**config.mk**
```make
export PLATFORM = sky130hd
export DESIGN_NAME = div_unit
export DESIGN_NICKNAME = d
export VERILOG_FILES = /design/src/hdl/div_pkg.sv /design/src/hdl/div_unit.sv /design/src/hdl/div_result_fix.sv /design/src/hdl/div_radix2_core.sv /design/src/hdl/div_control_fsm.sv /design/src/hdl/div_iter_counter.sv /design/src/hdl/div_operand_prep.sv
export SDC_FILE = /design/constraint.sdc
export NUM_CORES = 1
export LEC_CHECK = 0
export ABC_AREA = 1
export BUFFER_PORTS_ARGS = -buffer_cell sky130_fd_sc_hd__buf_4
export CORE_UTILIZATION = 52
export DETAILED_ROUTE_END_ITERATION = 6
export PLACE_DENSITY = 0.71
export SYNTH_ARGS = -nofsm -noshare
export SYNTH_HDL_FRONTEND = slang
export SYNTH_SLANG_ARGS = --single-unit
export TNS_END_PERCENT = 1
```
**constraint.sdc**
```tcl
create_clock -name clk -period 5.5 [get_ports clk]
set_input_delay 0.275 -clock clk [delete_from_list [all_inputs] [get_ports clk]]
set_output_delay 0.275 -clock clk [all_outputs]
set_load 0.02 [all_outputs]
```
**src/hdl/div_pkg.sv**
```systemverilog
/*
 * shared definitions for the integer divide unit
 * word width and step count, vector types for operands and partial remainder,
 * request, load-state and sign fix-up structs, and the control states
 */
package div_pkg;

    // operand width and number of restoring iterations, one per quotient bit
    localparam int XLEN = 32;
    localparam int STEPS = XLEN;

    typedef logic [XLEN-1:0] word_t;  // one operand or result word
    typedef logic [XLEN:0] pr_t;      // partial remainder, top bit shows the borrow
    typedef logic [5:0] step_t;       // iteration count, holds values up to STEPS

    // one divide request as presented at the top level
    typedef struct packed {
        word_t rs1;       // dividend
        word_t rs2;       // divisor
        logic is_signed;  // DIV or REM when set, DIVU or REMU when clear
        logic want_rem;   // return the remainder instead of the quotient
    } div_req_t;

    // values loaded into the shift-subtract core at the start of a divide
    typedef struct packed {
        pr_t pr;         // initial partial remainder
        word_t q;        // dividend bits still to be shifted in, then quotient
        word_t divisor;  // divisor magnitude
    } div_init_t;

    // flags for turning the magnitude result back into a signed one
    typedef struct packed {
        logic neg_q;     // quotient gets negated
        logic neg_r;     // remainder gets negated, follows the dividend sign
        logic want_rem;  // selects the remainder as the result
    } div_sign_t;

    typedef enum logic [1:0] {
        IDLE,
        RUN,
        DONE
    } div_state_t;

endpackage
```
**src/hdl/div_unit.sv**
```systemverilog
/*
 * 32-bit integer divide unit, top level
 * operand prep, controller, iteration counter, datapath and sign fix-up
 */
`timescale 1ns/10ps

module div_unit (
    input logic clk,
    input logic rst,
    input logic start,
    input logic ack,
    input div_pkg::div_req_t req,
    output div_pkg::word_t result,
    output logic done,
    output logic busy
);

    div_pkg::div_init_t init;  // core start values from the current request
    div_pkg::div_sign_t sign;  // sign flags from the current request
    logic early;               // divisor magnitude above dividend magnitude
    logic load;
    logic step;
    logic last;
    div_pkg::word_t quo;
    div_pkg::word_t rem;

    div_operand_prep u_prep (
        .req(req),
        .init(init),
        .sign(sign),
        .early(early)
    );

    div_control_fsm u_fsm (
        .clk(clk),
        .rst(rst),
        .start(start),
        .ack(ack),
        .early(early),
        .last(last),
        .load(load),
        .step(step),
        .done(done),
        .busy(busy)
    );

    div_iter_counter u_counter (
        .clk(clk),
        .rst(rst),
        .load(load),
        .step(step),
        .last(last)
    );

    div_radix2_core u_core (
        .clk(clk),
        .load(load),
        .step(step),
        .init(init),
        .quo(quo),
        .rem(rem)
    );

    div_result_fix u_fix (
        .clk(clk),
        .load(load),
        .sign(sign),
        .quo(quo),
        .rem(rem),
        .result(result)
    );

endmodule

```
**src/hdl/div_result_fix.sv**
```systemverilog
/*
 * result sign fix-up
 * captures the sign flags at load and returns the signed quotient or remainder
 */
`timescale 1ns/10ps

module div_result_fix (
    input logic clk,
    input logic load,
    input div_pkg::div_sign_t sign,
    input div_pkg::word_t quo,
    input div_pkg::word_t rem,
    output div_pkg::word_t result
);

    div_pkg::div_sign_t sign_r;  // flags of the divide in flight
    div_pkg::word_t mag;
    logic neg;

    // req may change after start, so the flags are kept with the operation
    always_ff @(posedge clk) begin
        if (load) begin
            sign_r <= sign;
        end
    end

    always_comb begin
        mag = sign_r.want_rem ? rem : quo;
        neg = sign_r.want_rem ? sign_r.neg_r : sign_r.neg_q;
        result = neg ? -mag : mag;  // two's complement negation of the magnitude
    end

endmodule

```
**src/hdl/div_radix2_core.sv**
```systemverilog
/*
 * radix-2 restoring divider datapath
 * partial remainder, quotient and divisor registers, one trial subtraction per step
 */
`timescale 1ns/10ps

module div_radix2_core (
    input logic clk,
    input logic load,
    input logic step,
    input div_pkg::div_init_t init,
    output div_pkg::word_t quo,
    output div_pkg::word_t rem
);

    div_pkg::pr_t pr;          // partial remainder, low bit is the next dividend bit
    div_pkg::pr_t trial;       // partial remainder minus divisor
    div_pkg::word_t q;         // dividend bits shift out the top, quotient bits in below
    div_pkg::word_t divisor;
    logic borrow;

    // zero-extended divisor so the subtraction has room for the borrow
    assign trial = pr - {1'b0, divisor};
    assign borrow = trial[div_pkg::XLEN];  // set when the divisor did not fit

    always_ff @(posedge clk) begin
        if (load) begin
            pr <= init.pr;
            q <= init.q;
            divisor <= init.divisor;
        end else if (step) begin
            // restoring step, keep the old value on a borrow and the difference otherwise
            // either way the next dividend bit comes in from the top of q
            if (borrow) begin
                pr <= {pr[div_pkg::XLEN-1:0], q[div_pkg::XLEN-1]};
            end else begin
                pr <= {trial[div_pkg::XLEN-1:0], q[div_pkg::XLEN-1]};
            end
            q <= {q[div_pkg::XLEN-2:0], ~borrow};  // quotient bit is the inverted borrow
        end
    end

    assign quo = q;
    assign rem = pr[div_pkg::XLEN:1];  // low bit of pr is a dividend bit, not remainder

    // the controller must never step the datapath in the cycle it loads it
    a_no_step_on_load: assert property (@(posedge clk) load |-> !step);

endmodule

```
**src/hdl/div_control_fsm.sv**
```systemverilog
/*
 * divide controller FSM
 * idle, run and done states, load and step strobes, done held until ack
 */
`timescale 1ns/10ps

module div_control_fsm (
    input logic clk,
    input logic rst,
    input logic start,
    input logic ack,
    input logic early,
    input logic last,
    output logic load,
    output logic step,
    output logic done,
    output logic busy
);

    div_pkg::div_state_t state;
    div_pkg::div_state_t next_state;

    always_ff @(posedge clk) begin
        if (rst) begin
            state <= div_pkg::IDLE;
        end else begin
            state <= next_state;
        end
    end

    always_comb begin
        next_state = state;
        load = 1'b0;
        step = 1'b0;
        unique case (state)
            div_pkg::IDLE: begin
                // start is only taken here and dropped at any other time
                if (start) begin
                    load = 1'b1;
                    next_state = early ? div_pkg::DONE : div_pkg::RUN;
                end
            end
            div_pkg::RUN: begin
                step = 1'b1;  // one restoring step every cycle
                if (last) next_state = div_pkg::DONE;
            end
            div_pkg::DONE: begin
                if (ack) next_state = div_pkg::IDLE;  // result is held until then
            end
            default: next_state = div_pkg::IDLE;
        endcase
    end

    assign done = state == div_pkg::DONE;
    assign busy = state != div_pkg::IDLE;

    // the counter may only reach its final count while the core is being stepped
    a_last_in_run: assert property (@(posedge clk) disable iff (rst)
        last |-> state == div_pkg::RUN);

    // done may only appear after the final step or an early-terminated load
    a_done_entry: assert property (@(posedge clk) disable iff (rst)
        $rose(done) |-> $past(step && last) || $past(load && early));

endmodule

```
**src/hdl/div_iter_counter.sv**
```systemverilog
/*
 * iteration counter for the shift-subtract loop, flags the final step
 */
`timescale 1ns/10ps

module div_iter_counter (
    input logic clk,
    input logic rst,
    input logic load,
    input logic step,
    output logic last
);

    div_pkg::step_t count;

    always_ff @(posedge clk) begin
        if (rst || load) begin
            count <= '0;  // a new divide always starts counting from zero
        end else if (step) begin
            count <= count + 1'b1;
        end
    end

    // high during the final step, the FSM leaves RUN on it
    assign last = count == div_pkg::step_t'(div_pkg::STEPS - 1);

    // the controller must stop stepping once the final step has been taken
    a_count_range: assert property (@(posedge clk) disable iff (rst)
        step |-> count <= div_pkg::step_t'(div_pkg::STEPS - 1));

endmodule

```
**src/hdl/div_operand_prep.sv**
```systemverilog
/*
 * operand preparation for the divider
 * magnitude conversion, early-termination check, initial core state and sign flags
 */
`timescale 1ns/10ps

module div_operand_prep (
    input div_pkg::div_req_t req,
    output div_pkg::div_init_t init,
    output div_pkg::div_sign_t sign,
    output logic early
);

    logic rs1_neg;
    logic rs2_neg;
    div_pkg::word_t rs1_mag;
    div_pkg::word_t rs2_mag;

    // an operand only counts as negative for the signed variants
    assign rs1_neg = req.is_signed & req.rs1[div_pkg::XLEN-1];
    assign rs2_neg = req.is_signed & req.rs2[div_pkg::XLEN-1];

    // the most negative value maps onto itself, which reads correctly as unsigned
    assign rs1_mag = rs1_neg ? -req.rs1 : req.rs1;
    assign rs2_mag = rs2_neg ? -req.rs2 : req.rs2;

    // quotient must be zero when the divisor is bigger, so no steps are needed
    // a zero divisor never triggers this and runs the full sequence
    assign early = rs2_mag > rs1_mag;

    always_comb begin
        init.divisor = rs2_mag;
        if (early) begin
            init.pr = {rs1_mag, 1'b0};  // remainder field already holds the dividend
            init.q = '0;
        end else begin
            // top dividend bit sits in the low bit of pr, the rest waits in q
            init.pr = {{div_pkg::XLEN{1'b0}}, rs1_mag[div_pkg::XLEN-1]};
            init.q = {rs1_mag[div_pkg::XLEN-2:0], 1'b0};
        end
    end

    // a zero divisor keeps the all-ones quotient positive for DIV as well
    assign sign.neg_q = (rs1_neg ^ rs2_neg) & (|req.rs2);
    assign sign.neg_r = rs1_neg;  // remainder takes the sign of the dividend
    assign sign.want_rem = req.want_rem;

endmodule

```
### After elaboration in Yosys (flattened, before gate mapping)

Cells that the tools add are included.

* $lt $le $gt $ge: 1
* add/sub/neg operators: 5
* reductions and logical operators: 6
* equality and inequality tests: 6
* multiplexer cells: 19
* bitwise operators: 5

Operators by type and width (number)
* two-way mux 32 bit: 6
* two-way mux 33 bit: 3
* negation 32 bit: 3
* two-way mux 65 bit: 1
* subtractor 33 x 32 -> 33 bit: 1
* > comparator 32 bit: 1
* OR reduction 32 bit: 1
* two-way mux 2 bit: 4
* adder 6 x 1 -> 6 bit, second input constant: 1
* equality test 6 x 5 -> 1 bit, second input constant: 1
* != test 2 bit, second input constant: 3
* case mux 2 bit (3 select lines): 1
* two-way mux 1 bit: 4
* nonzero test 2 bit: 2
* AND 1 bit: 3
* AND reduction 3 bit: 1
* equality test 2 x 1 -> 1 bit, second input constant: 1
* equality test 2 bit, second input constant: 1
* logical NOT 2 bit: 1
* logical OR 1 bit: 1
* inverter 1 bit: 1
* XOR 1 bit: 1

* bits of input ports: 70
* output and inout bits: 34
* register bits after elaboration: 108

### Depth between registers and ports, before layout

Gate-level depths: netlist of run 1.

* depth in word-level cells: 6
* mapped depth: 25
* mapped depth without buffers: 24

### Hierarchy

Synthesis of run 1 repeated with hierarchy kept, for this count alone.

* cells, all modules: 2101
* area total of the unflattened synthesis: 13161.4 um^2

Modules (own cells, without submodules)
* div_radix2_core: area an instance 7303.3 um^2, cells an instance 1019, instances 1
* div_operand_prep: area an instance 3572.2 um^2, cells an instance 605, instances 1
* div_result_fix: area an instance 1893.1 um^2, cells an instance 420, instances 1
* div_iter_counter: area an instance 269.0 um^2, cells an instance 37, instances 1
* div_control_fsm: area an instance 123.9 um^2, cells an instance 20, instances 1

### Worst setup path after synthesis of run 1

Ideal clock, no wire load.

* path type: reg2reg
* from: reg u_fsm.state[0]
* to: reg u_core.pr[0] (enable)
* clock period less this slack: 3.220 ns
* arrival time: 2.796 ns
* buffers on the path: 2
* cell stages (with the launch flop): 8
* data required time: 5.075 ns
* setup slack: 2.280 ns
* cell sequence: dfxtp_1 nor2_1 inv_1 nor2_1 clkinv_1 clkbuf_1 clkbuf_1 nand2_1

* word-level cells in the longest chain between the ends: 3
* elaborated cells on any way between the ends: 5
* those cells by class: eq/ne: 1; mux: 2; reduce/logical: 2

RTL lines
* start, declared: RTL line div_control_fsm.sv:20 `div_pkg::div_state_t state;`
* start signal, assigned: RTL line div_control_fsm.sv:25 `state <= div_pkg::IDLE;`
* start signal, assigned: RTL line div_control_fsm.sv:27 `state <= next_state;`
* equality test 2 x 1 -> 1 bit / logical NOT 2 bit (equally long branches): RTL line div_control_fsm.sv:35 `unique case (state)`
* two-way mux 1 bit: RTL line div_control_fsm.sv:35
* nonzero test 2 bit (no source line) *
* end signal, assigned: RTL line div_radix2_core.sv:28 `pr <= init.pr;`
* end signal, assigned: RTL line div_radix2_core.sv:35 `pr <= {pr[div_pkg::XLEN-1:0], q[div_pkg::XLEN-1]};`
* end signal, assigned: RTL line div_radix2_core.sv:37 `pr <= {trial[div_pkg::XLEN-1:0], q[div_pkg::XLEN-1]};`
* end, declared: RTL line div_radix2_core.sv:16 `div_pkg::pr_t pr;`

Mark *: on every way between the ends. The rest lies on a longest branch, timed or not.
A chain may end at the register's enable or synchronous reset.

### Worst setup path after layout of run 1

* from: reg u_core.pr[0]
* to: reg u_core.pr[19] (data pin)

* word-level cells in the longest chain between the ends: 4

RTL lines
* subtractor 33 x 32 -> 33 bit: RTL line div_radix2_core.sv:23 `assign trial = pr - {1'b0, divisor};`
* two-way mux 33 bit: RTL line div_radix2_core.sv:34 `if (borrow) begin`
* two-way mux 33 bit: RTL line div_radix2_core.sv:31 `end else if (step) begin`
* two-way mux 33 bit: RTL line div_radix2_core.sv:27 `if (load) begin`

No other way between the ends. The select of a mux whose other input is x is not followed.

==> flow_summary.toml, run 1 <==
[timing]
timing.final.crit_share = 0.7296
tightest_slew_ps = 1067
tns_ps = 0
skew_ps = 15.51
relSlewSlack = 0.2877
maxSlewViolCount = 0
clock.fmax_ghz = 0.2492
fin_crit_ps = 4013
hold_violations = 0
rsz0062_at_grt = "false"
finalSetupViolCount = 0

[cts]
cts_inserted_buffers = 9
cts_hold_buf = 0
cts_tree = "built"
htree_levels = 3
cts_max_path_buffers = 2
ctsRootBufferMaster = "clkbuf_16"
post-cts-setup-buffers = 0
cts_sinks = 108
cts_resized = 0
clk_pin_slew_ps = 80
insertion_delay_ps = 370

[critical_path]
end_kind = "flip-flop"
r2r_slack_ps = 1490
crit_arrival_ps = 4130
start_kind = "flip-flop"
critPathMostFrequentCell = "nand2_1"
critPathSlowestCell = "nand2_1"
worstRegToRegCells = 17
path_delay_family = "simple AND/OR/NAND/NOR gates"
crit_start = "u_core.pr[0]$_DFFE_PP_"
required_ps = 5620
cp_num_buf_inv = 2
cp_cell_sequence = "inv_1 > ha_1 > fa_1 > inv_1 > nand2_1 > nand2_1 > nand3_1 > nand2_1 > nand2_1 > nand2_1 > nand2_1 > nand2_1 > nand2_1 > nand2_1 > nand2_1 > nand3_1 > nand2_1"
reg2reg_from = "u_core.pr[0]$_DFFE_PP_"
cp.depth = 17
worstPathMaxFanout = 22
cp_slowest_stage_delay_ps = 790
critPathKind = "reg -> reg"

[detailed_routing]
wl_met3_mm = 3.289
drt_iter0_drc = 1047
first_pass_iters = 6
ant_nets = 0
wire_per_inst_um = 17.47
drc = 0
wl_mm = 39.23
viasPerCell = 5.449
wl_met2_mm = 17.60
top_layer_used = "met5"
wirelength_met1_mm = 16.64
vias = 12230

[hold_path]
hold_depth = 1
worst_hold_path_type = "in -> reg"
hold_start = "req[0]"

[logic_synthesis]
yosysSeqAreaShare = 0.2725
synth_nets = 2017
ys_ff_latch = 108
ys_types = 41
synth_edf_count = 100
ys_warn_count = 0
async_flop_share = 0
synth_flop_cell = "edfxtp_1"
netlist_instances = 1878
avgSynthCellArea_um2 = 6.181
synth_area_um2 = 11610

[floorplanning]
start_util = 0.5319
fp.dieArea_um2 = 22930
rows = 54
fp.dieH_um = 151.4
num_io_pins = 104
core-area_um2 = 21820
fp.dieW_um = 151.4

[power]
irDropWorstVdd_uv = 254.2
p_leak_uw = 0.006753
p_per_area_nw_per_um2 = 538.6

[grt]
grt_overflow = 0
grt_max_degree = 78
antenna_found_initial = 1
grt.total_usage = 0.3475
grt_pass1_wl_mm = 59.46
grt_pass1_vias = 11240

[place]
place_congestion = 0.9741
hpwlAfterDp_mm = 32.20
port_buffers = 103

[outcome]
status = "completed"

[run]
maxCapViolations = 0

[layout]
nets = 2099
syn_to_final_growth_pct = 11.07
num_antenna_cells = 0
drive_gt1_frac = 0.08448
utilization = 0.5908
==> routing by layer <==
metal | track usage | vias up
li1 | - | 6059
met1 | 0.4636 | 5524
met2 | 0.5530 | 549
met3 | 0.05934 | 100
met4 | 0.1455 | 2
met5 | 0 | -
==> logic make-up (layout without fill, tap and decap cells) <==
logic type / after synthesis / after routing / share of synthesized area
buf+inv: 375 / 462 / 0.1260
fa+ha+maj: 69 / 69 / 0.07502
xor+xnor: 84 / 84 / 0.06338
compound gates: 155 / 155 / 0.07491
simple gates: 1087 / 1087 / 0.3882
flops: 108 / 108 / 0.2725
==> synth_stat cells (3+ instances only) <==
master / n / share of area
nand2_1: 652 / 0.21
inv_1: 326 / 0.11
nor2_1: 187 / 0.060
nand3_1: 158 / 0.068
edfxtp_1: 100 / 0.26
ha_1: 68 / 0.073
a21oi_1: 62 / 0.027
xor2_1: 62 / 0.047
o21ai_0: 52 / 0.022
nand4_1: 26 / 0.014
clkbuf_1: 23 / 0.0074
nor3_1: 23 / 0.0099
xnor2_1: 22 / 0.017
o21ai_2: 16 / 0.012
nand3b_1: 14 / 0.0091
buf_2: 11 / 0.0047
o21ai_1: 11 / 0.0047
dfxtp_1: 8 / 0.014
and2_1: 6 / 0.0032
inv_2: 5 / 0.0016
o21bai_1: 5 / 0.0032
buf_4: 4 / 0.0026
nor4_1: 4 / 0.0022
or2_2: 4 / 0.0022
nand2_2: 3 / 0.0016
nor2_2: 3 / 0.0016
o21a_1: 3 / 0.0019
==> cell type report <==
cell class,instances,area [um2]
clock buffers,11,242.7
repair buffers,113,848.3
multi-input cells,1395,6997
fillers,2234,8930
well taps,280,350.3
clock inverters,5,42.54
inverters,333,1250
flip-flops and latches,108,3163
==> where the power goes <==
group | switching [uW] | total, uW | internal [uW]
clock | 319 | 647 | 327
combinational | 3140 | 4620 | 1470
sequential | 275 | 1680 | 1410
==> worst register-to-register path, stage by stage, from the launching register on <==
cell and delay, ps:
edfxtp_1 390, inv_1 90, ha_1 200, fa_1 420
inv_1 140, nand2_1 80, nand2_1 80, nand3_1 80
nand2_1 160, nand2_1 100, nand2_1 80, nand2_1 110
nand2_1 100, nand2_1 510, nand2_1 800, nand2_1 200
nand3_1 160, nand2_1 60
==> state kept, by name, indices dropped and copies added (netlist names) <==
signal,flops
u_counter.count,6
u_core.pr,33
u_fsm.state,2
u_core.quo,32
u_fix.sign_r,3
u_core.divisor,32
==> path summary, 6_finish.rpt <==
| kind | endpoint |
|---|---|
| max reg2reg | u_core.pr[19]$_DFFE_PP_ |
| min reg2reg | u_counter.count[5]$_SDFFE_PP0P_ |
| max | u_core.pr[19]$_DFFE_PP_ |
| min | u_fix.sign_r[0]$_DFFE_PP_ |
==> cells in the final DEF, fill, tap and decap left out, types with 2 or more instances in the layout <==
master     Yosys  layout
inv_1        326     326
o21ai_0       52      51
o21bai_1       5       5
nand3b_1      14      14
o21a_1         3       3
nand2_1      652     651
a21boi_0       2       2
inv_6          0       2
nand3_1      158     158
nand4_1       26      26
dfxtp_1        8       8
nand2_2        3       4
and3_1         2       2
nor2_2         3       3
a21o_1         2       2
clkbuf_16      0       9
nor2_1       187     186
xnor2_1       22      22
or2_2          4       4
nor2_4         2       3
and2_1         6       6
edfxtp_1     100     100
a21oi_1       62      62
xor2_1        62      62
ha_1          68      68
o21ai_1       11      11
nor4_1         4       4
inv_2          5       6
buf_4          4     113
o21ai_2       16      17
nor3_1        23      23
==> metrics by stage <==
| stage | worst slack [ps] | hold WS (ps) | cell area [um2] | std cells | power (uW) |
|---|---|---|---|---|---|
| final | 1487 | 93.86 | 12890 | 2245 | 6944 |
| after global routing | 1205 | 87.23 | 12890 | 2245 | 7507 |
| after CTS | 1599 | 87.17 | 12890 | 2245 | 6877 |
| after detailed placement | 1347 | 465.1 | 12610 | 2229 | 6218 |
| after global placement | 1414 | 450.7 | 12610 | 2229 | 6173 |
| after floorplan | 2280 | 373.9 | 11610 | 1878 | 4754 |
No activity file was read; power rests on OpenSTA's default activity.
==> inputs of run 2 (changes only) <==
- PLACE_DENSITY: 0.71 -> 0.74
- clock period: 5.5 -> 3.4 ns (I/O delays scaled with it)
==> run 2 against run 1 <==
  * First-iteration DRC count increased by 1.2%
  * Worst hold slack got worse by 39 ps
  * Die area did not move
  * Critical path depth rose by 5
  * Wire length fell by 2.8%
  * Largest power group unchanged
==> flow_summary.toml, run 2 (synthesized netlist as in run 1, its figures left out) <==
[cts]
clk_pin_slew_ps = 80
htree_levels = 3
ctsRootBufferMaster = "clkbuf_16"
post-cts-setup-buffers = 0
cts_tree = "built"
cts_max_path_buffers = 2
cts_inserted_buffers = 9
cts_sinks = 108
insertion_delay_ps = 370

[timing]
hold_violations = 0
rsz0062_at_grt = "false"
relSlewSlack = 0.4223
fin_crit_ps = 3048
timing.final.crit_share = 0.8965
maxSlewViolCount = 0
finalSetupViolCount = 0
clock.fmax_ghz = 0.3281
skew_ps = 14.48
tns_ps = 0
holdWs_ps = 54.93
tightest_slew_ps = 866.5

[layout]
drive_gt1_frac = 0.09825
syn_to_final_growth_pct = 13.60
fin_area_um2 = 13190
layout_common_cells = "651 x nand2_1, 326 x inv_1, 186 x nor2_1"
largest-register = "u_core.pr"
final_common_cell = "nand2_1"
utilization = 0.6043
multi_input_area_um2 = 7000
seqCellArea_um2 = 3163
nets = 2129
fill_cells = 2160
largest_reg_flops = 33

[detailed_routing]
wl_mm = 38.11
first_pass_iters = 6
viasPerCell = 5.383
drc = 0
vias = 12250
ant_nets = 0
wire_per_inst_um = 16.75
drt_iter0_drc = 1060

[power]
irDropWorstVdd_uv = 405.2
p_per_area_nw_per_um2 = 861.0
p_leak_uw = 0.006919
total_power_uw = 11350

[floorplanning]
fp.dieH_um = 151.4
start_util = 0.5319
fp.dieArea_um2 = 22930
num_io_pins = 104
core-area_um2 = 21820
fp.dieW_um = 151.4
rows = 54

[run]
maxCapViolations = 0

[place]
port_buffers = 103
place_congestion = 0.9876
place_area_um2 = 12840
hpwlAfterDp_mm = 31.85

[grt]
grt_pass1_vias = 11180
grt_overflow = 0
grt_max_degree = 66
antenna_found_initial = 1
grt.total_usage = 0.3405
grt_pass1_wl_mm = 58.36

[critical_path]
worstPathMaxFanout = 25
start_kind = "input pin"
crit_arrival_ps = 3140
critPathKind = "in -> reg"
required_ps = 3490
end_kind = "flip-flop"

[outcome]
status = "completed"

[hold_path]
worst_hold_path_type = "in -> reg"
run 2: cell types whose count changed in the layout (fill, tap and decap cells not counted), sizes merged:
| cell | previous run | this run |
|---|---|---|
| clkinv | 3 | 5 |
| clkbuf | 11 | 10 |
| buf | 113 | 141 |
| diode | 0 | 1 |
| dlygate4sd3 | 0 | 2 |
| inv | 335 | 334 |
run 2: final cells by class:
class | count | area share
Clock inverter | 6 | 0.005123
Sequential cell | 108 | 0.2398
Clock buffer | 10 | 0.01898
Timing Repair Buffer | 143 | 0.08368
Tap cell | 280 | 0.02657
Antenna cell | 1 | 0.0001898
Multi-Input combinational cell | 1395 | 0.5308
Inverter | 333 | 0.09478
run 2: power breakdown:
| part | internal (uW) | switching, uW |
|---|---|---|
| combinational | 2500 | 5050 |
| sequential | 2280 | 422 |
| clock | 563 | 542 |
| total | 5340 | 6020 |
run 2: critical path, cell delays in order:
cell     delay (ps)
buf_4           150
inv_1           120
ha_1            240
nand2_1         130
nor2_1          210
buf_4           160
nand3_1          60
nand2_1          90
o21ai_0         100
xor2_1          350
inv_1            90
ha_1            290
nand2_1          60
o21ai_0         170
nand2_1          70
nand2_1          60
a21oi_1          60
nand2_1          60
nand2_1          70
buf_4           230
nand2_1         100
o21ai_0          90
run 2: final timing paths:
check | startpoint | to | slack (ps) | depth (start not counted)
min | rst | u_fsm.state[0]$_SDFFE_PP0P_ | 50 | 4
max | req[34] | u_core.quo[26]$_DFFE_PP_ | 350 | 22
max reg2reg | u_core.pr[0]$_DFFE_PP_ | u_core.pr[32]$_DFFE_PP_ | 370 | 16
min reg2reg | u_counter.count[5]$_SDFFE_PP0P_ | u_counter.count[5]$_SDFFE_PP0P_ | 470 | 2
run 2: timing repair:
item / CTS / global route
endpoints found under the hold margin: 2 / 0
hold buffers: 2 / 0
setup endpoints to repair: 0 / 37
gates resized for setup: 0 / 2
run 2: per-stage QoR:
stage,setup slack (ps),cells
4_1_cts,392.4,2275
6_report,351.7,2276
3_3_place_gp,98.67,2257
2_1_floorplan,179.7,1878
3_5_place_dp,6.610,2257
5_1_grt,9.464,2275
run 2: per-layer routing:
metal / up-vias / routed length [um] / track usage
met5: - / 0 / 0
met4: 0 / 1816 / 0.1675
met3: 103 / 3187 / 0.05120
met2: 580 / 16910 / 0.5400
met1: 5448 / 16200 / 0.4506
li1: 6121 / - / -
